**config.mk**
```make
export PLATFORM = sky130hd
export DESIGN_NAME = csr_top
export DESIGN_NICKNAME = d
export VERILOG_FILES = /design/src/hw/wb_pkg.sv /design/src/hw/regmap_pkg.sv /design/src/hw/sparse_regfile.sv /design/src/hw/csr_wb_slave.sv /design/src/hw/wb_rr_arbiter.sv /design/src/hw/csr_top.sv
export SDC_FILE = /design/constraint.sdc
export NUM_CORES = 1
export LEC_CHECK = 0
export ABC_AREA = 1
export BUFFER_PORTS_ARGS = -buffer_cell sky130_fd_sc_hd__buf_2
export CAP_MARGIN = 20
export CORE_UTILIZATION = 50
export CTS_CLUSTER_DIAMETER = 80
export DETAILED_ROUTE_END_ITERATION = 10
export GPL_ROUTABILITY_DRIVEN = 0
export GPL_TIMING_DRIVEN = 0
export HOLD_SLACK_MARGIN = 0.1
export MAX_ROUTING_LAYER = met4
export PLACE_DENSITY = 0.68
export SLEW_MARGIN = 5
export SYNTH_ARGS = -nofsm -noshare
export SYNTH_HDL_FRONTEND = slang
export SYNTH_SLANG_ARGS = --single-unit
```
**constraint.sdc**
```tcl
create_clock -name clk -period 4.58 [get_ports clk]
set_input_delay 0 -clock clk [delete_from_list [all_inputs] [get_ports clk]]
set_output_delay 0 -clock clk [all_outputs]
set_load 0.05 [all_outputs]
```
**src/hw/wb_pkg.sv**
```systemverilog
// Shared Wishbone classic bus, byte addressed, no byte selects or bursts, two masters only
`default_nettype none

package wb_pkg;

    // Byte address width of the CSR space
    // Covers 256 bytes, only a few of them implemented
    localparam int WB_ADR_W = 8;

    // Data word width, every access moves a full word
    localparam int WB_DAT_W = 32;

    // Masters sharing the bus through the round-robin arbiter
    // Arbiter logic is written for exactly two
    localparam int NUM_HOSTS = 2;

endpackage

`default_nettype wire

```
**src/hw/regmap_pkg.sv**
```systemverilog
// Register map for a 256-byte space, one register per 16-byte slot, offset must be zero
`default_nettype none

package regmap_pkg;

    // Implemented registers at 0x00, 0x10 ... 0xB0
    localparam int REG_COUNT = 12;

    // Upper address bits select the register slot
    localparam int REG_IDX_W = 4;

    // Lower address bits are the byte offset inside a slot
    localparam int REG_OFS_W = wb_pkg::WB_ADR_W - REG_IDX_W;

    // One address word, seen two ways
    // As the raw byte address on the bus side
    // As slot index and offset on the decode side
    typedef union packed {
        logic [wb_pkg::WB_ADR_W-1:0] byte_addr;
        struct packed {
            // Register slot
            logic [REG_IDX_W-1:0] index;
            // Nonzero means an unaligned access
            logic [REG_OFS_W-1:0] offset;
        } fields;
    } csr_addr_u;

endpackage

`default_nettype wire

```
**src/hw/sparse_regfile.sv**
```systemverilog
// Plain write and read ports, read is combinational, writes to unimplemented addresses are lost
`timescale 1ns/1ps
`default_nettype none

module sparse_regfile (
    input  logic                          clk,
    input  logic                          rst_n,

    // Write port, one word per enabled cycle
    input  logic                          write_en,
    input  regmap_pkg::csr_addr_u         write_addr,
    input  logic [wb_pkg::WB_DAT_W-1:0]   write_data,

    // Read port, data follows the address in the same cycle
    input  regmap_pkg::csr_addr_u         read_addr,
    output logic [wb_pkg::WB_DAT_W-1:0]   read_data,
    output logic                          addr_valid
);

    // Storage only for the implemented slots
    logic [wb_pkg::WB_DAT_W-1:0] regs [regmap_pkg::REG_COUNT];

    // Write side hit on an implemented address
    logic wr_hit;

    // Implemented when aligned to the slot and inside the populated range
    function automatic logic is_impl(input regmap_pkg::csr_addr_u addr);
        return (addr.fields.offset == '0) &&
               (addr.fields.index < regmap_pkg::REG_COUNT);
    endfunction

    assign wr_hit     = is_impl(write_addr);
    assign addr_valid = is_impl(read_addr);

    // Read mux
    // Unimplemented addresses read as zero and never index past the array
    always_comb begin
        read_data = '0;
        if (addr_valid) begin
            read_data = regs[read_addr.fields.index];
        end
    end

    // Synchronous reset clears every register
    // Writes are dropped unless the address is implemented
    always_ff @(posedge clk) begin
        if (!rst_n) begin
            for (int i = 0; i < regmap_pkg::REG_COUNT; i++) begin
                regs[i] <= '0;
            end
        end else if (write_en && wr_hit) begin
            regs[write_addr.fields.index] <= write_data;
        end
    end

endmodule

`default_nettype wire

```
**src/hw/csr_wb_slave.sv**
```systemverilog
// Single-cycle Wishbone classic slave, no byte selects or bursts, error status comes from regfile
`timescale 1ns/1ps
`default_nettype none

module csr_wb_slave (
    input  logic                          clk,
    input  logic                          rst_n,

    // Wishbone slave side, driven by the arbiter
    input  logic                          s_cyc,
    input  logic                          s_stb,
    input  logic                          s_we,
    input  logic [wb_pkg::WB_ADR_W-1:0]   s_adr,
    input  logic [wb_pkg::WB_DAT_W-1:0]   s_dat_w,
    output logic [wb_pkg::WB_DAT_W-1:0]   s_dat_r,
    output logic                          s_ack,
    output logic                          s_err,

    // Register file ports
    output logic                          write_en,
    output regmap_pkg::csr_addr_u         write_addr,
    output logic [wb_pkg::WB_DAT_W-1:0]   write_data,
    output regmap_pkg::csr_addr_u         read_addr,
    input  logic [wb_pkg::WB_DAT_W-1:0]   read_data,
    input  logic                          addr_valid
);

    // First cycle of a strobe that has not been answered yet
    // The cycle with ack or err high is the master's last one, so it never retriggers
    logic new_req;

    assign new_req = s_cyc && s_stb && !s_ack && !s_err;

    // Both ports look at the bus address, the regfile does the decode
    assign write_addr.byte_addr = s_adr;
    assign read_addr.byte_addr  = s_adr;
    assign write_data           = s_dat_w;

    // One-cycle write pulse, lands on the same edge that raises ack
    assign write_en = new_req && s_we && addr_valid;

    // Response flags, exactly one cycle each
    always_ff @(posedge clk) begin
        if (!rst_n) begin
            s_ack <= 1'b0;
            s_err <= 1'b0;
        end else begin
            s_ack <= new_req && addr_valid;
            s_err <= new_req && !addr_valid;
        end
    end

    // Read data captured with the response
    // Writes return zero, so do errored reads since the regfile gives zero
    always_ff @(posedge clk) begin
        if (new_req) begin
            s_dat_r <= s_we ? '0 : read_data;
        end
    end

endmodule

`default_nettype wire

```
**src/hw/wb_rr_arbiter.sv**
```systemverilog
// Two-master Wishbone classic arbiter, grant held while cyc stays high, one idle cycle per handover
`timescale 1ns/1ps
`default_nettype none

module wb_rr_arbiter (
    input  logic                          clk,
    input  logic                          rst_n,

    // Host A
    input  logic                          a_cyc,
    input  logic                          a_stb,
    input  logic                          a_we,
    input  logic [wb_pkg::WB_ADR_W-1:0]   a_adr,
    input  logic [wb_pkg::WB_DAT_W-1:0]   a_dat_w,
    output logic [wb_pkg::WB_DAT_W-1:0]   a_dat_r,
    output logic                          a_ack,
    output logic                          a_err,

    // Host B
    input  logic                          b_cyc,
    input  logic                          b_stb,
    input  logic                          b_we,
    input  logic [wb_pkg::WB_ADR_W-1:0]   b_adr,
    input  logic [wb_pkg::WB_DAT_W-1:0]   b_dat_w,
    output logic [wb_pkg::WB_DAT_W-1:0]   b_dat_r,
    output logic                          b_ack,
    output logic                          b_err,

    // Shared slave
    output logic                          s_cyc,
    output logic                          s_stb,
    output logic                          s_we,
    output logic [wb_pkg::WB_ADR_W-1:0]   s_adr,
    output logic [wb_pkg::WB_DAT_W-1:0]   s_dat_w,
    input  logic [wb_pkg::WB_DAT_W-1:0]   s_dat_r,
    input  logic                          s_ack,
    input  logic                          s_err
);

    // Bit 0 is host A, bit 1 is host B
    logic [wb_pkg::NUM_HOSTS-1:0] req;
    // One-hot grant, all zero when the bus is idle
    logic [wb_pkg::NUM_HOSTS-1:0] grant;
    // Host A was served last
    logic                         last_a;

    assign req = {b_cyc, a_cyc};

    // Grant FSM
    // Idle picks a host, a granted host keeps the bus until its cyc drops
    always_ff @(posedge clk) begin
        if (!rst_n) begin
            grant  <= '0;
            last_a <= 1'b0;
        end else if (grant == '0) begin
            if (req == '1) begin
                // Contention, the host not served last wins, A first after reset
                grant  <= last_a ? 2'b10 : 2'b01;
                last_a <= !last_a;
            end else if (req[0]) begin
                grant  <= 2'b01;
                last_a <= 1'b1;
            end else if (req[1]) begin
                grant  <= 2'b10;
                last_a <= 1'b0;
            end
        end else if ((grant & req) == '0) begin
            // Owner finished, bus idles for one cycle
            grant <= '0;
        end
    end

    // Request mux, slave sees nothing while idle
    always_comb begin
        s_cyc   = 1'b0;
        s_stb   = 1'b0;
        s_we    = 1'b0;
        s_adr   = '0;
        s_dat_w = '0;
        if (grant[0]) begin
            s_cyc   = a_cyc;
            s_stb   = a_stb;
            s_we    = a_we;
            s_adr   = a_adr;
            s_dat_w = a_dat_w;
        end else if (grant[1]) begin
            s_cyc   = b_cyc;
            s_stb   = b_stb;
            s_we    = b_we;
            s_adr   = b_adr;
            s_dat_w = b_dat_w;
        end
    end

    // Responses reach only the granted host, data goes to both
    assign a_ack   = s_ack && grant[0];
    assign a_err   = s_err && grant[0];
    assign b_ack   = s_ack && grant[1];
    assign b_err   = s_err && grant[1];
    assign a_dat_r = s_dat_r;
    assign b_dat_r = s_dat_r;

endmodule

`default_nettype wire

```
**src/hw/csr_top.sv**
```systemverilog
// CSR block for two Wishbone classic hosts, 12 word registers at 0x00..0xB0, others answer err
`timescale 1ns/1ps
`default_nettype none

module csr_top (
    input  logic                          clk,
    input  logic                          rst_n,

    // Host A
    input  logic                          a_cyc,
    input  logic                          a_stb,
    input  logic                          a_we,
    input  logic [wb_pkg::WB_ADR_W-1:0]   a_adr,
    input  logic [wb_pkg::WB_DAT_W-1:0]   a_dat_w,
    output logic [wb_pkg::WB_DAT_W-1:0]   a_dat_r,
    output logic                          a_ack,
    output logic                          a_err,

    // Host B
    input  logic                          b_cyc,
    input  logic                          b_stb,
    input  logic                          b_we,
    input  logic [wb_pkg::WB_ADR_W-1:0]   b_adr,
    input  logic [wb_pkg::WB_DAT_W-1:0]   b_dat_w,
    output logic [wb_pkg::WB_DAT_W-1:0]   b_dat_r,
    output logic                          b_ack,
    output logic                          b_err
);

    // Granted bus between arbiter and adapter
    logic                          s_cyc;
    logic                          s_stb;
    logic                          s_we;
    logic [wb_pkg::WB_ADR_W-1:0]   s_adr;
    logic [wb_pkg::WB_DAT_W-1:0]   s_dat_w;
    logic [wb_pkg::WB_DAT_W-1:0]   s_dat_r;
    logic                          s_ack;
    logic                          s_err;

    // Regfile access
    logic                          write_en;
    regmap_pkg::csr_addr_u         write_addr;
    logic [wb_pkg::WB_DAT_W-1:0]   write_data;
    regmap_pkg::csr_addr_u         read_addr;
    logic [wb_pkg::WB_DAT_W-1:0]   read_data;
    logic                          addr_valid;

    wb_rr_arbiter i_wb_rr_arbiter (
        .clk     (clk),     .rst_n   (rst_n),
        .a_cyc   (a_cyc),   .a_stb   (a_stb),   .a_we    (a_we),
        .a_adr   (a_adr),   .a_dat_w (a_dat_w), .a_dat_r (a_dat_r),
        .a_ack   (a_ack),   .a_err   (a_err),
        .b_cyc   (b_cyc),   .b_stb   (b_stb),   .b_we    (b_we),
        .b_adr   (b_adr),   .b_dat_w (b_dat_w), .b_dat_r (b_dat_r),
        .b_ack   (b_ack),   .b_err   (b_err),
        .s_cyc   (s_cyc),   .s_stb   (s_stb),   .s_we    (s_we),
        .s_adr   (s_adr),   .s_dat_w (s_dat_w), .s_dat_r (s_dat_r),
        .s_ack   (s_ack),   .s_err   (s_err)
    );

    csr_wb_slave i_csr_wb_slave (
        .clk        (clk),        .rst_n      (rst_n),
        .s_cyc      (s_cyc),      .s_stb      (s_stb),      .s_we    (s_we),
        .s_adr      (s_adr),      .s_dat_w    (s_dat_w),    .s_dat_r (s_dat_r),
        .s_ack      (s_ack),      .s_err      (s_err),
        .write_en   (write_en),   .write_addr (write_addr), .write_data (write_data),
        .read_addr  (read_addr),  .read_data  (read_data),  .addr_valid (addr_valid)
    );

    sparse_regfile i_sparse_regfile (
        .clk        (clk),        .rst_n      (rst_n),
        .write_en   (write_en),   .write_addr (write_addr), .write_data (write_data),
        .read_addr  (read_addr),  .read_data  (read_data),  .addr_valid (addr_valid)
    );

endmodule

`default_nettype wire

```
Yosys cells after proc, flatten, opt, wreduce, memory -nomap -nowiden
Memories as Yosys holds them, arrays and structs flattened. A register that Yosys moved wholly into a read port is not among the register bits.
Index checks and enable logic that the tools add are counted.
{"block": "word_totals", "reg_bits": 5, "ram_bits": 384, "inputBits": 88, "mem_count": 1, "output_inout_bits": 68, "wordCells": 62}
{"memory": "i_sparse_regfile.regs", "words": 12, "width": 32, "read_ports": 1, "rd_ports_with_merged_regs": 1, "wr": 12, "line_no": "sparse_regfile.sv:21", "rtl": "logic [wb_pkg::WB_DAT_W-1:0] regs [regmap_pkg::REG_COUNT];"}
{"block": "classes", "magnitude_cmp": 1, "bitwise_logic": 2, "reduce_logical": 26, "eq_ne": 2, "muxes": 26}
{"op": "$mux W32", "n": 3}
{"op": "$reduce_or A32 Y1", "n": 1}
{"op": "$mux W8", "n": 2}
{"op": "$mux W1", "n": 14}
{"op": "$logic_and A1 B1 Y1", "n": 13}
{"op": "$mux W2", "n": 6}
{"op": "$logic_not A1 Y1", "n": 4}
{"op": "$logic_not A2 Y1", "n": 2}
{"op": "$logic_not A4 Y1", "n": 1}
{"op": "$lt A4 B4 Y1 const B", "n": 1}
{"op": "$mux W4", "n": 1}
{"op": "$ne A4 B4 Y1 const B", "n": 1}
{"op": "$reduce_and A2 Y1", "n": 2}
{"op": "$reduce_bool A3 Y1", "n": 1}
{"op": "$and A2 B2 Y2", "n": 1}
{"op": "$eq A2 B2 Y1 const B", "n": 1}
{"op": "$reduce_bool A2 Y1", "n": 1}
{"op": "$reduce_or A2 Y1", "n": 1}
{"op": "$not A1 Y1", "n": 1}

Longest topological paths before layout
{"block": "logic_depth", "word_depth": 13, "depth_mapped": 14, "depth_no_buf": 11}

Modules after synthesis
Synthesis repeated with hierarchy kept, for this count alone.
{"block": "hier_totals", "hier_cells": 2360, "hier_area_um2": 20956.3}
{"module": "sparse_regfile", "cells_per_inst": 1958, "n_inst": 1, "seq_area_each_um2": 11531.1, "area_per_inst_um2": 17968.5}
{"module": "csr_wb_slave", "cells_per_inst": 162, "n_inst": 1, "seq_area_each_um2": 1001.0, "area_per_inst_um2": 1700.4}
{"module": "wb_rr_arbiter", "cells_per_inst": 240, "n_inst": 1, "seq_area_each_um2": 60.1, "area_per_inst_um2": 1287.5}

Worst setup path before layout
OpenSTA, ideal clock, no wires.
{"block": "synth_timing", "kind": "reg-to-reg", "startpoint": "register i_wb_rr_arbiter.grant[0] in the netlist's numbering", "endpoint": "memory i_sparse_regfile.regs[4][0] in the netlist's numbering, enable pin", "stages_incl_launch_ff": 12, "arrival_time_ns": 2.771, "period_less_slack_ns": 3.249, "setup_ns": 0.478, "setup_slack_ns": 1.331, "n_path_buf": 3, "t_required_ns": 4.102, "path_cell_list": "dfxtp_1 > buf_4 > a21oi_1 > nor2_1 > nand2_1 > clkinv_1 > nand2_1 > nor2_4 > buf_8 > nand4_4 > buf_2 > nand2_1"}
{"element": "start: declaration", "line_no": "wb_rr_arbiter.sv:43", "rtl": "logic [wb_pkg::NUM_HOSTS-1:0] grant;"}
{"element": "start signal: assignment", "line_no": "wb_rr_arbiter.sv:58", "rtl": "grant <= last_a ? 2'b10 : 2'b01;"}
{"element": "end: declaration", "line_no": "sparse_regfile.sv:21"}

==> results.json <==
{
  "status": "finished, final reports clean",
  "viasPerCell": 5.53,
  "area_growth_pct": 18.7,
  "async_flop_share_pct": 0,
  "p_int_uw": 6720,
  "finalHoldViolCount": 0,
  "clock_power_share_pct": 37.4,
  "insertion_delay_ns": 0.58,
  "dpl_cell_area_um2": 21800,
  "stdcell_area_um2": 23900,
  "switching_share_pct": 27.4,
  "cts_root_buf": "clkbuf_16",
  "routedWlPerCell_um": 19.9,
  "synth_compound_area_share_pct": 1.65,
  "seq_area_um2": 12600,
  "period_minus_slack_ns": 3.65,
  "drt-initial-drc-count": 1805,
  "core-area_um2": 39700,
  "p_leak_uw": 0.0101,
  "fmax_ghz": 0.274,
  "synth_top_family_by_area": "simple AND/OR/NAND/NOR gates",
  "first_global_vias": 16300,
  "whs_ns": 0.123,
  "slew_violations": 0,
  "fin_skew_ns": 0.0223,
  "syn-num-nets": 2284,
  "critical_path_arrival_ns": 3.84,
  "fin_cells": 3042,
  "num_rows": 73,
  "synth_fa_ha_area_share_pct": 0,
  "setup_violations": 0,
  "crit_top_cell": "dlygate4sd3_1",
  "synthSimpleGateAreaFrac_pct": 30.1,
  "p_per_area_nw_per_um2": 387,
  "syn_inst": 2196,
  "period_share_pct": 79.7,
  "antenna_left": 0,
  "pwr-share-comb_pct": 15.1,
  "grt_start_max_net_pins": 34,
  "grt_pass1_wl_um": 91300,
  "hold_class": "in2reg",
  "synth_area_um2": 20200,
  "die_area_um2": 41100,
  "peakVddDrop_mv": 0.291,
  "mostFrequentLayoutCell": "nand2_1",
  "grt-ovfl-total": 0,
  "final_nets": 2571,
  "cts_max_level": 2,
  "ioPinCount": 156,
  "ys_seq_area_share_pct": 62.4,
  "dr.pass1.iters": 6,
  "multiInputGateArea_um2": 6430,
  "crit_slowest_cell": "nand2_2",
  "synth-edff-count": 416,
  "worst_pin_slew_ns": 0.946,
  "maxCapViolCount": 0,
  "pre_cts_ws_ns": 0.951,
  "grt_use_total_pct": 30.8,
  "fillers": 3416,
  "cp_top_family": "buffers and inverters",
  "pwr-share-seq_pct": 47.6,
  "end_kind": "register",
  "syn_area_per_cell_um2": 9.18,
  "cts.reportedPaths.clkPinSlew_ns": 0.06,
  "io_buffer_count": 155,
  "path_buf_inv": 5,
  "vias": 16800,
  "ctsResizeCount": 0,
  "final_cell_mix": "nand2_1 (822), edfxtp_1 (416), nor2_1 (391), nand3_1 (226), buf_2 (222)",
  "yosysUniqueCellTypes": 31,
  "ys_seq_elements": 421,
  "rsz0062_at_grt": "no",
  "start_util_pct": 50.8,
  "critical_path_class": "in2reg",
  "dp_hpwl_um": 40800,
  "max_stage_delay_ns": 0.69,
  "synthFlopType": "edfxtp_1",
  "place_inst": 2883,
  "slew_headroom_pct": 36.7,
  "synth_xor_area_share_pct": 0,
  "yosys-mux-area-fraction_pct": 0,
  "fin_ws_ns": 0.931,
  "final_layout_size_suffix_gt1_share_pct": 14.5,
  "cp.required_ns": 4.77,
  "crit_chain": "dlygate4sd3_1, buf_2, nor3_1, dlygate4sd3_1, nand2_1, dlygate4sd3_1, nand3_1, nand2_1, nor2_4, nand4_1, buf_2, nand2_2",
  "finalWirelength_um": 60500,
  "start_kind": "primary input",
  "cts_tree": "yes",
  "ys_warn_count": 0,
  "die_w_um": 203,
  "antenna_cells": 0,
  "clock-sinks": 421,
  "switchingPower_uw": 2530,
  "fp.dieH_um": 203,
  "clock_path_buffers": 3,
  "antenna_found_initial": 0,
  "drc": 0,
  "cts_buffers": 44,
  "path_max_fanout": 32
}
[path summary, 6_finish.rpt]
check	slack, ns	cells past startpoint	to	startpoint
max	0.93	12	i_sparse_regfile.regs[3][16]	a_adr[3]
min	0.12	4	i_sparse_regfile.regs[2][25]	a_dat_w[25]
max reg2reg	0.93	10	i_sparse_regfile.regs[3][16]	i_wb_rr_arbiter.grant[0]
min reg2reg	0.65	3	i_wb_rr_arbiter.grant[1]	i_wb_rr_arbiter.grant[1]
[worst min-delay path: stages]
cell and delay [ns]:
buf_2 0.08, a22oi_1 0.10, clkbuf_1 0.25, nor2_1 0.15
[registers in the layout, indices dropped and copies added, names as in the netlist]
register,cells
i_sparse_regfile.regs,384
i_csr_wb_slave.s_ack,1
i_wb_rr_arbiter.grant,2
i_wb_rr_arbiter.last_a,1
i_csr_wb_slave.s_err,1
i_csr_wb_slave.s_dat_r,32
[Yosys cell counts (5+ instances only)]
| cell | instances | area (um^2) |
|---|---|---|
| nand2_1 | 834 | 3130 |
| edfxtp_1 | 416 | 12500 |
| nor2_1 | 391 | 1470 |
| nand3_1 | 226 | 1130 |
| clkbuf_1 | 76 | 285 |
| buf_2 | 67 | 335 |
| inv_1 | 40 | 150 |
| buf_4 | 34 | 255 |
| a22oi_1 | 32 | 240 |
| buf_1 | 28 | 105 |
| nand4_4 | 9 | 191 |
| a21oi_1 | 6 | 30.0 |
| nand2_2 | 6 | 37.5 |
| dfxtp_1 | 5 | 100 |
[metrics by stage]
step           power [uW]  util [%]  setup TNS (ns)
2_1_floorplan        5290         -               0
3_3_place_gp         5730      54.4         -126.12
3_5_place_dp         5770      54.8               0
4_1_cts              9240      60.2               0
5_1_grt              9530      60.2               0
6_report             9260      60.2               0
[power by group through the flow]
stage	clock, uW	combinational (uW)	sequential [uW]
after floorplan	0	790	4500
after global placement	0	1240	4480
after detailed placement	0	1280	4480
after CTS	3460	1370	4400
after global routing	3600	1520	4410
final	3460	1400	4400
[routing by layer]
layer  track usage, %  up-vias  routed length (um)
li1                 -     7744                   -
met1             39.4     7999               23700
met2             48.7      908               28600
met3             4.48      159                5680
met4             13.7        0                2520
met5                -        -                   0
[repair_timing]
action,in CTS,in global routing
setup buffers,0,0
endpoints found under the setup margin,0,0
hold buffers,78,0
endpoints found under the hold margin,109,0
[layout make-up]
type	count	area share, %
inverter	44	0.695
buffer	207	4.21
timing repair buffer	241	7.19
multi-input combinational	1524	26.9
sequential	421	52.6
clock inverter	23	0.769
tap	525	2.74
clock buffer	57	4.89
[logic make-up (layout without fill, tap and decap cells)]
family	after synthesis	in the layout
AOI/OAI and AO/OA	44	44
buffers and inverters	251	572
DFF	421	421
and+or+nand+nor	1480	1480
Note: power is estimated with default switching activity, not from simulation.
